--- config.mk ---
export PLATFORM = sky130hd
export DESIGN_NAME = aexmEdk32
export DESIGN_NICKNAME = d
export VERILOG_FILES = /design/src/hw/aexmPkg.sv /design/src/hw/aexmDecodeIf.sv /design/src/hw/aexmEnable.sv /design/src/hw/aexmIbuf.sv /design/src/hw/aexmBpcu.sv /design/src/hw/aexmRegf.sv /design/src/hw/aexmXecu.sv /design/src/hw/aexmEdk32.sv
export VERILOG_INCLUDE_DIRS = /design/src /design/src/include
export SDC_FILE = /design/constraint.sdc
export NUM_CORES = 2
export LEC_CHECK = 0
export BUFFER_PORTS_ARGS = -buffer_cell sky130_fd_sc_hd__buf_2
export CAP_MARGIN = 20
export CELL_PAD_IN_SITES_DETAIL_PLACEMENT = 0
export CELL_PAD_IN_SITES_GLOBAL_PLACEMENT = 1
export CORE_UTILIZATION = 45
export DETAILED_ROUTE_END_ITERATION = 6
export GPL_ROUTABILITY_DRIVEN = 0
export PLACE_DENSITY = 0.74
export RECOVER_POWER = 100
export REMOVE_ABC_BUFFERS = 1
export SYNTH_ARGS = -nofsm -noshare
export SYNTH_HDL_FRONTEND = slang
export SYNTH_HIERARCHICAL = 1
export SYNTH_SLANG_ARGS = --single-unit
--- constraint.sdc ---
create_clock -name sys_clk_i -period 42.1 [get_ports sys_clk_i]
set_clock_uncertainty 0.05 [all_clocks]
set_input_delay 2.105 -clock sys_clk_i [delete_from_list [all_inputs] [get_ports sys_clk_i]]
set_output_delay 2.105 -clock sys_clk_i [all_outputs]
set_load 0.05 [all_outputs]
--- src/include/aexmDefines.svh ---
`ifndef AEXM_DEFINES_SVH
`define AEXM_DEFINES_SVH

// Data path and address width
`define AEXM_DW 32

// General purpose registers, r0 included
`define AEXM_NREG 32

// First instruction fetched after reset
`define AEXM_RESET_PC 32'h0000_0000

`endif

--- src/hw/aexmPkg.sv ---
package aexmPkg;

`include "aexmDefines.svh"

  typedef logic [`AEXM_DW-1:0] word_t;   // Data word or byte address
  typedef logic [4:0]          regIdx_t; // Register index
  typedef logic [15:0]         imm_t;    // Raw immediate field

  // Major opcode field, bits 31:26
  typedef enum logic [5:0] {
    OP_ADD  = 6'b000000,
    OP_RSUB = 6'b000001,
    OP_ADDI = 6'b001000,
    OP_OR   = 6'b100000,
    OP_AND  = 6'b100001,
    OP_XOR  = 6'b100010,
    OP_BRI  = 6'b101110, // Unconditional, PC relative
    OP_BEQI = 6'b101111, // Taken when rA is zero
    OP_LWI  = 6'b111010,
    OP_SWI  = 6'b111110,
    OP_NOP  = 6'b111111  // Anything unsupported
  } opcode_t;

endpackage

--- src/hw/aexmDecodeIf.sv ---
`timescale 1ns/1ps

interface aexmDecodeIf
  import aexmPkg::*;
();

  logic    valid;    // Killed on flush
  opcode_t opcode;
  regIdx_t ra;
  regIdx_t rb;
  regIdx_t rd;       // Also store data source for SWI
  imm_t    imm;
  logic    writesRd; // Never set for r0
  logic    isLoad;

  modport decoder (
    output valid, opcode, ra, rb, rd, imm, writesRd, isLoad
  );

  modport consumer (
    input valid, opcode, ra, rb, rd, imm, writesRd, isLoad
  );

endinterface

--- src/hw/aexmEnable.sv ---
`timescale 1ns/1ps

module aexmEnable (
  input  logic sys_clk_i,
  input  logic rst_i,
  input  logic icacheBusy_i,
  input  logic dcacheBusy_i,
  input  logic loadUseHazard_i,
  input  logic memOp_i,
  output logic cpuEnable_o,
  output logic icacheEnable_o,
  output logic dcacheEnable_o
);

  logic hazardSeen; // Stall already spent on this hazard
  logic hazardStall;

  assign hazardStall = loadUseHazard_i & ~hazardSeen;

  // Any busy cache holds the whole pipe
  assign cpuEnable_o = ~(icacheBusy_i | dcacheBusy_i | hazardStall);

  assign icacheEnable_o = cpuEnable_o;
  assign dcacheEnable_o = cpuEnable_o & memOp_i; // Only for LWI/SWI in execute

  always_ff @(posedge sys_clk_i) begin
    if (rst_i) begin
      hazardSeen <= 1'b0;
    end else if (cpuEnable_o) begin
      hazardSeen <= 1'b0;
    end else if (hazardStall) begin
      hazardSeen <= 1'b1;
    end
  end

endmodule

--- src/hw/aexmIbuf.sv ---
`timescale 1ns/1ps

module aexmIbuf
  import aexmPkg::*;
(
  input  logic         sys_clk_i,
  input  logic         rst_i,
  input  logic         cpuEnable_i,
  input  word_t        icacheData_i,
  input  logic         flush_i,
  input  regIdx_t      xRd_i,
  input  logic         xIsLoad_i,
  aexmDecodeIf.decoder dec,
  output logic         loadUseHazard_o
);

  word_t   instReg;
  logic    instValid;
  logic    fetchPending; // A fetch was issued on the last enabled edge
  opcode_t opc;
  logic    writesReg;
  logic    usesRa;
  logic    usesRb;
  logic    isStore;

  always_ff @(posedge sys_clk_i) begin
    if (rst_i) begin
      fetchPending <= 1'b0;
      instValid    <= 1'b0;
    end else if (cpuEnable_i) begin
      fetchPending <= 1'b1;
      instValid    <= fetchPending & ~flush_i; // Word in flight is from the wrong path
    end
  end

  always_ff @(posedge sys_clk_i) begin
    if (cpuEnable_i) begin
      instReg <= icacheData_i;
    end
  end

  always_comb begin
    case (instReg[31:26])
      OP_ADD, OP_RSUB, OP_AND, OP_OR, OP_XOR,
      OP_ADDI, OP_LWI, OP_SWI, OP_BRI, OP_BEQI: opc = opcode_t'(instReg[31:26]);
      default: opc = OP_NOP;
    endcase
  end

  always_comb begin
    writesReg = 1'b0;
    usesRa    = 1'b1;
    usesRb    = 1'b0;
    isStore   = 1'b0;
    case (opc)
      OP_ADD, OP_RSUB, OP_AND, OP_OR, OP_XOR: begin
        writesReg = 1'b1;
        usesRb    = 1'b1;
      end
      OP_ADDI, OP_LWI: writesReg = 1'b1;
      OP_SWI:          isStore   = 1'b1;
      OP_BRI, OP_NOP:  usesRa    = 1'b0;
      default: ;
    endcase
  end

  assign dec.valid    = instValid & ~flush_i;
  assign dec.opcode   = opc;
  assign dec.rd       = instReg[25:21];
  assign dec.ra       = instReg[20:16];
  assign dec.rb       = instReg[15:11];
  assign dec.imm      = instReg[15:0];
  assign dec.writesRd = writesReg & (instReg[25:21] != '0); // r0 stays zero
  assign dec.isLoad   = (opc == OP_LWI);

  // Source of the decode instruction is the load in execute
  assign loadUseHazard_o = dec.valid & xIsLoad_i & (xRd_i != '0) &
                           ((usesRa & (dec.ra == xRd_i)) |
                            (usesRb & (dec.rb == xRd_i)) |
                            (isStore & (dec.rd == xRd_i)));

endmodule

--- src/hw/aexmBpcu.sv ---
`timescale 1ns/1ps

`include "aexmDefines.svh"

module aexmBpcu
  import aexmPkg::*;
(
  input  logic          sys_clk_i,
  input  logic          rst_i,
  input  logic          cpuEnable_i,
  input  word_t         xRegA_i,
  aexmDecodeIf.consumer dec,
  output word_t         icacheAddr_o,
  output logic          flush_o
);

  word_t fetchPc;   // Next sequential fetch
  word_t issuedPc;  // Address taken by the cache last edge
  word_t decPc;
  word_t xTarget;
  logic  xBri;
  logic  xBeqi;
  logic  taken;

  assign taken   = xBri | (xBeqi & (xRegA_i == '0));
  assign flush_o = taken;

  // Redirect goes straight onto the precycle address
  assign icacheAddr_o = taken ? xTarget : fetchPc;

  always_ff @(posedge sys_clk_i) begin
    if (rst_i) begin
      fetchPc <= `AEXM_RESET_PC;
      xBri    <= 1'b0;
      xBeqi   <= 1'b0;
    end else if (cpuEnable_i) begin
      fetchPc <= icacheAddr_o + word_t'(4);
      xBri    <= dec.valid & (dec.opcode == OP_BRI);
      xBeqi   <= dec.valid & (dec.opcode == OP_BEQI);
    end
  end

  always_ff @(posedge sys_clk_i) begin
    if (cpuEnable_i) begin
      issuedPc <= icacheAddr_o;
      decPc    <= issuedPc;
      xTarget  <= decPc + {{(`AEXM_DW-16){dec.imm[15]}}, dec.imm}; // Branch PC plus offset
    end
  end

endmodule

--- src/hw/aexmRegf.sv ---
`timescale 1ns/1ps

`include "aexmDefines.svh"

module aexmRegf
  import aexmPkg::*;
(
  input  logic          sys_clk_i,
  input  logic          rst_i,
  input  logic          cpuEnable_i,
  aexmDecodeIf.consumer dec,
  input  regIdx_t       wbRd_i,
  input  logic          wbWe_i,
  input  logic          wbIsLoad_i,
  input  word_t         xResult_i,
  input  word_t         dcacheData_i,
  output word_t         xRegA_o,
  output word_t         xRegB_o,
  output word_t         storeData_o
);

  word_t   regs [1:`AEXM_NREG-1]; // No storage behind r0
  word_t   wbValue;
  word_t   opA;
  word_t   opB;
  word_t   opD;
  regIdx_t xRa;
  regIdx_t xRb;
  regIdx_t xRdSrc;

  assign wbValue = wbIsLoad_i ? dcacheData_i : xResult_i;

  // Register read with bypass of the value being written this cycle
  function automatic word_t readReg(regIdx_t idx);
    if (idx == '0) begin
      return '0;
    end else if (wbWe_i && (wbRd_i == idx)) begin
      return wbValue;
    end
    return regs[idx];
  endfunction

  always_ff @(posedge sys_clk_i) begin
    if (cpuEnable_i && wbWe_i) begin
      regs[wbRd_i] <= wbValue;
    end
  end

  always_ff @(posedge sys_clk_i) begin
    if (cpuEnable_i) begin
      opA <= readReg(dec.ra);
      opB <= readReg(dec.rb);
      opD <= readReg(dec.rd);
    end
  end

  always_ff @(posedge sys_clk_i) begin
    if (rst_i) begin
      xRa    <= '0;
      xRb    <= '0;
      xRdSrc <= '0;
    end else if (cpuEnable_i) begin
      xRa    <= dec.ra;
      xRb    <= dec.rb;
      xRdSrc <= dec.rd;
    end
  end

  // Result of the instruction just ahead, still in writeback
  assign xRegA_o     = (wbWe_i && (wbRd_i == xRa)) ? wbValue : opA;
  assign xRegB_o     = (wbWe_i && (wbRd_i == xRb)) ? wbValue : opB;
  assign storeData_o = (wbWe_i && (wbRd_i == xRdSrc)) ? wbValue : opD;

endmodule

--- src/hw/aexmXecu.sv ---
`timescale 1ns/1ps

`include "aexmDefines.svh"

module aexmXecu
  import aexmPkg::*;
(
  input  logic          sys_clk_i,
  input  logic          rst_i,
  input  logic          cpuEnable_i,
  aexmDecodeIf.consumer dec,
  input  word_t         xRegA_i,
  input  word_t         xRegB_i,
  input  word_t         storeData_i,
  output word_t         xResult_o,
  output word_t         dcacheAddr_o,
  output word_t         dcacheData_o,
  output logic          dcacheWe_o,
  output logic          memOp_o,
  output regIdx_t       wbRd_o,
  output logic          wbWe_o,
  output logic          wbIsLoad_o,
  output regIdx_t       xRd_o,
  output logic          xIsLoad_o
);

  opcode_t xOpc;
  imm_t    xImm;
  regIdx_t xRd;
  logic    xWe;
  logic    xLoad;
  logic    xStore;
  word_t   immExt;
  word_t   effAddr;
  word_t   aluOut;

  always_ff @(posedge sys_clk_i) begin
    if (rst_i) begin
      xWe    <= 1'b0;
      xLoad  <= 1'b0;
      xStore <= 1'b0;
    end else if (cpuEnable_i) begin
      xWe    <= dec.valid & dec.writesRd;
      xLoad  <= dec.valid & dec.isLoad;
      xStore <= dec.valid & (dec.opcode == OP_SWI);
    end
  end

  always_ff @(posedge sys_clk_i) begin
    if (cpuEnable_i) begin
      xOpc <= dec.opcode;
      xImm <= dec.imm;
      xRd  <= dec.rd;
    end
  end

  assign immExt  = {{(`AEXM_DW-16){xImm[15]}}, xImm};
  assign effAddr = xRegA_i + immExt;

  always_comb begin
    case (xOpc)
      OP_ADD:  aluOut = xRegA_i + xRegB_i;
      OP_RSUB: aluOut = xRegB_i - xRegA_i; // rB minus rA
      OP_AND:  aluOut = xRegA_i & xRegB_i;
      OP_OR:   aluOut = xRegA_i | xRegB_i;
      OP_XOR:  aluOut = xRegA_i ^ xRegB_i;
      default: aluOut = effAddr;            // ADDI and address math
    endcase
  end

  // Precycle data cache request
  assign dcacheAddr_o = effAddr;
  assign dcacheData_o = storeData_i;
  assign dcacheWe_o   = xStore;
  assign memOp_o      = xLoad | xStore;

  assign xRd_o     = xRd;
  assign xIsLoad_o = xLoad;

  always_ff @(posedge sys_clk_i) begin
    if (rst_i) begin
      wbWe_o     <= 1'b0;
      wbIsLoad_o <= 1'b0;
    end else if (cpuEnable_i) begin
      wbWe_o     <= xWe;
      wbIsLoad_o <= xLoad;
    end
  end

  always_ff @(posedge sys_clk_i) begin
    if (cpuEnable_i) begin
      xResult_o <= aluOut;
      wbRd_o    <= xRd;
    end
  end

endmodule

--- src/hw/aexmEdk32.sv ---
`timescale 1ns/1ps

module aexmEdk32
  import aexmPkg::*;
(
  input  logic  sys_clk_i,
  input  logic  rst_i,
  input  word_t icacheData_i,
  input  logic  icacheBusy_i,
  input  word_t dcacheData_i,
  input  logic  dcacheBusy_i,
  output word_t icacheAddr_o,
  output logic  icacheEnable_o,
  output word_t dcacheAddr_o,
  output word_t dcacheData_o,
  output logic  dcacheWe_o,
  output logic  dcacheEnable_o
);

  logic    cpuEnable;
  logic    loadUseHazard;
  logic    memOp;
  logic    flush;
  word_t   xRegA;
  word_t   xRegB;
  word_t   storeData;
  word_t   xResult;
  regIdx_t wbRd;
  logic    wbWe;
  logic    wbIsLoad;
  regIdx_t xRd;
  logic    xIsLoad;

  aexmDecodeIf decIf ();

  aexmEnable enable (
    .sys_clk_i       (sys_clk_i),
    .rst_i           (rst_i),
    .icacheBusy_i    (icacheBusy_i),
    .dcacheBusy_i    (dcacheBusy_i),
    .loadUseHazard_i (loadUseHazard),
    .memOp_i         (memOp),
    .cpuEnable_o     (cpuEnable),
    .icacheEnable_o  (icacheEnable_o),
    .dcacheEnable_o  (dcacheEnable_o)
  );

  aexmIbuf ibuf (
    .sys_clk_i       (sys_clk_i),
    .rst_i           (rst_i),
    .cpuEnable_i     (cpuEnable),
    .icacheData_i    (icacheData_i),
    .flush_i         (flush),
    .xRd_i           (xRd),
    .xIsLoad_i       (xIsLoad),
    .dec             (decIf.decoder),
    .loadUseHazard_o (loadUseHazard)
  );

  aexmBpcu bpcu (
    .sys_clk_i    (sys_clk_i),
    .rst_i        (rst_i),
    .cpuEnable_i  (cpuEnable),
    .xRegA_i      (xRegA),
    .dec          (decIf.consumer),
    .icacheAddr_o (icacheAddr_o),
    .flush_o      (flush)
  );

  aexmRegf regf (
    .sys_clk_i    (sys_clk_i),
    .rst_i        (rst_i),
    .cpuEnable_i  (cpuEnable),
    .dec          (decIf.consumer),
    .wbRd_i       (wbRd),
    .wbWe_i       (wbWe),
    .wbIsLoad_i   (wbIsLoad),
    .xResult_i    (xResult),
    .dcacheData_i (dcacheData_i),
    .xRegA_o      (xRegA),
    .xRegB_o      (xRegB),
    .storeData_o  (storeData)
  );

  aexmXecu xecu (
    .sys_clk_i    (sys_clk_i),
    .rst_i        (rst_i),
    .cpuEnable_i  (cpuEnable),
    .dec          (decIf.consumer),
    .xRegA_i      (xRegA),
    .xRegB_i      (xRegB),
    .storeData_i  (storeData),
    .xResult_o    (xResult),
    .dcacheAddr_o (dcacheAddr_o),
    .dcacheData_o (dcacheData_o),
    .dcacheWe_o   (dcacheWe_o),
    .memOp_o      (memOp),
    .wbRd_o       (wbRd),
    .wbWe_o       (wbWe),
    .wbIsLoad_o   (wbIsLoad),
    .xRd_o        (xRd),
    .xIsLoad_o    (xIsLoad)
  );

endmodule

==> impl_metrics.toml <==
[status]
outcome = "finished, violations left"
violations = "DRC, capacitance limit, slew limit"

[logic_synthesis]
synth-seq-cells = 1337
yosysWarnings = 6
yosys-top-cells-area = "edfxtp_1, mux4_2, mux2i_1"
synth_top_family_by_area = "multiplexers"
ys.flop_type = "edfxtp_1"
synthDistinctLibCells = 102
yosysTopAreaCell = "edfxtp_1"
ys_seq_area_frac = 0.509
syn_area_sq_um = 77700
synth_compound_area_frac = 0.0857
ys_async_sr_fraction = 0
synthXorXnorAreaFrac = 0.0196
synth_edf_count = 1280
syn_area_per_cell_sq_um = 14.0
syn_inst = 5542
post-synth-top-area-fraction = 0.495
synthAdderAreaFrac = 0.0264
synthSimpleGateAreaFrac = 0.0594
muxShareOfSynthArea = 0.260

[worst_setup_path]
crit_fanout = 126
crit_slowest_cell = "clkbuf_1"
r2r_slack_ns = 21.32
path_cells = "clkbuf_1 > clkbuf_1 > mux2i_1 > clkbuf_1 > a21oi_1 > nor4_1 > nand4_1 > o31ai_4 > clkbuf_1 > nor2b_1 > o211ai_1 > a21oi_1 > a21boi_0 > clkbuf_1 > nand4_1 > clkbuf_1 > nor2_1 > clkbuf_1"
start_kind = "register"
cp.required_ns = 42.42
crit_path_frequent_cell = "clkbuf_1"
crit_type = "register to register"
endpoint_kind = "register"
worst_ep_arrival_time_ns = 21.10
cpPeakStageDelay_ns = 5.89

[power]
power.density_nw_per_um2 = 40.0
p_leak_uw = 0.0292
max-vdd-ir-drop_mv = 0.0368

[timing]
hold_viol = 0
min_period_over_period = 0.494
setup_tns_ns = 0
period_minus_slack_ns = 20.78
tightestPinTransition_ns = 8.34
rsz0062_at_grt = "no"
drv_slew = 2331
slew_headroom = -4.56
setup_viol = 0
fmax_mhz = 48.1
layout_setup_ws_ns = 21.32

[floorplanning]
initial_core_util = 0.453
die_y_um = 418
io_pins = 167
fp-row-count = 152
dieArea_sq_um = 174000
die_x_um = 418
fp.coreArea_sq_um = 172000

[clock_tree]
cts_buffer_depth = 3
tritoncts = "done"
post_cts_buffers = 0
clock_latency_ns = 0.82
htreeDepth = 4
cts_sinks = 1337
clk_pin_slew_ns = 0.06
clock-root-buffer = "clkbuf_16"
cts_resized = 0
cts-buffers-inserted = 150
cts_hold_buf = 0

[routing]
wl_per_cell_um = 33.7
vias = 53600
dr.pass1.iters = 7
routed_wl_um = 270000
drtAntennaViolNets = 0
dr.first_iter.drc_count = 7524
vias_per_cell = 6.68
drc_errors = 1

[worst_hold_path]
hold_path_class = "register to register"

[global_route]
grt_overflow = 0
grt_max_degree = 127
grt_usage = 0.306
antenna_found_initial = 12
grt_pass1_wl_um = 381000
grt_pass1_vias = 52500

[cells_and_area]
fin_util = 0.495
final_nets = 5812
drive_gt1_frac = 0.202
area_growth_pct = 9.29

[flow_run]
drv_cap = 69

[placed_design]
place_ws_ns = 33.34
hpwl_um = 174000
port_buffers = 166
-- power by group --
group	switching (uW)	total, uW	internal [uW]
combinational	350	537	187
sequential	13.1	1510	1490
clock	569	1350	783
-- cell usage after synthesis, types with 71 or more instances --
master	number
inv_1	150
nand2_1	331
o22ai_1	125
mux2i_1	560
ha_1	159
edfxtp_1	1280
mux4_2	576
xor2_1	71
o21ai_0	179
buf_2	121
nand3_1	91
a21oi_1	233
mux2_2	127
nor2_1	316
xnor2_1	103
buf_4	95
clkbuf_1	175
-- final timing paths --
path,from,endpoint,cells past startpoint
setup / recovery,xecu/wbIsLoad_o$_SDFFE_PP0P_,regf/regs[15][21]$_DFFE_PP_,18
hold / removal,bpcu/issuedPc[5]$_DFFE_PP_,bpcu/decPc[5]$_DFFE_PP_,0
setup reg to reg,xecu/wbIsLoad_o$_SDFFE_PP0P_,regf/regs[15][21]$_DFFE_PP_,18
hold reg to reg,bpcu/issuedPc[5]$_DFFE_PP_,bpcu/decPc[5]$_DFFE_PP_,0
-- layout by cell type, fill, tap and decap left out, types with 19 or more instances in the layout --
cell type,Yosys,layout
a22oi_1,25,25
clkbuf_16,0,152
xor2_1,71,71
mux2i_1,560,561
bufinv_16,0,19
dfxtp_1,57,57
inv_1,150,150
clkbuf_1,175,221
mux4_2,576,576
nor2_1,316,291
a211oi_1,43,43
buf_2,121,55
mux2_1,1,23
clkinv_1,1,32
buf_4,95,87
edfxtp_1,1280,1280
o21a_1,27,27
nor2_4,0,24
o211ai_1,39,39
a21o_1,47,47
a21oi_1,233,235
nand2_1,331,331
nand4_1,28,28
nor4_1,20,19
a22o_1,21,21
nor3_1,57,55
mux2_2,127,105
o22a_1,26,26
o21ai_0,179,187
ha_1,159,159
and3_1,47,44
a2111oi_0,20,60
nand3_1,91,90
clkinv_2,0,34
o22ai_1,125,125
xnor2_1,103,103
-- kinds of logic after synthesis --
logic type                 count (synthesis)
AOI/OAI and AO/OA                        971
and+or+nand+nor                         1004
DFF                                     1337
buffers and inverters                    617
muxes                                   1277
xor gates and xnor gates                 174
adders and majority gates                162
-- layout make-up --
type | instances | area, sq um
multi-input cells | 3588 | 35000
repair buffers | 353 | 1830
fillers | 14700 | 86600
clock buffers | 170 | 3880
inverters | 152 | 571
diodes | 5 | 12.5
flip-flops and latches | 1337 | 39600
clock inverters | 107 | 1140
well taps | 2310 | 2890
-- per-stage QoR --
stage | instance area [sq um] | power [uW] | hold slack [ns] | instances
final | 84900 | 3400 | 0.366 | 8022
after global routing | 84900 | 3480 | 0.374 | 8019
after CTS | 85800 | 3400 | 0.368 | 8009
after detailed placement | 80800 | 2070 | 0.355 | 7732
after global placement | 80700 | 2060 | 0.353 | 7728
after floorplan | 75200 | 1950 | 0.350 | 5077
-- routing by layer --
layer | global-route usage | up-vias | wire [um]
li1 | - | 22200 | -
met3 | 0.0571 | 661 | 25700
met4 | 0.184 | 4 | 18600
met1 | 0.398 | 27400 | 102000
met5 | 0.000834 | - | 33
met2 | 0.477 | 3351 | 124000
-- flip-flops by register name (all words and copies together), names as in the netlist, 5 cells and up --
register,cells
regf/regs,992
bpcu/decPc,32
bpcu/fetchPc,32
bpcu/issuedPc,32
bpcu/xTarget,32
ibuf/instReg,32
regf/opA,32
regf/opB,32
regf/opD,32
xecu/xResult_o,32
xecu/xImm,16
xecu/xOpc,6
regf/xRa,5
regf/xRb,5
regf/xRdSrc,5
xecu/wbRd_o,5
xecu/xRd_o,5
-- worst max-delay path, delay by kind of cell, from the launching register on --
| kind | cells | cell delay (ns) |
|---|---|---|
| and+or+nand+nor | 5 | 2.81 |
| AOI/OAI and AO/OA | 5 | 2.71 |
| muxes | 1 | 0.32 |
| DFF | 1 | 0.76 |
| buffers and inverters | 7 | 13.55 |
(Power assumes the default switching activity.)
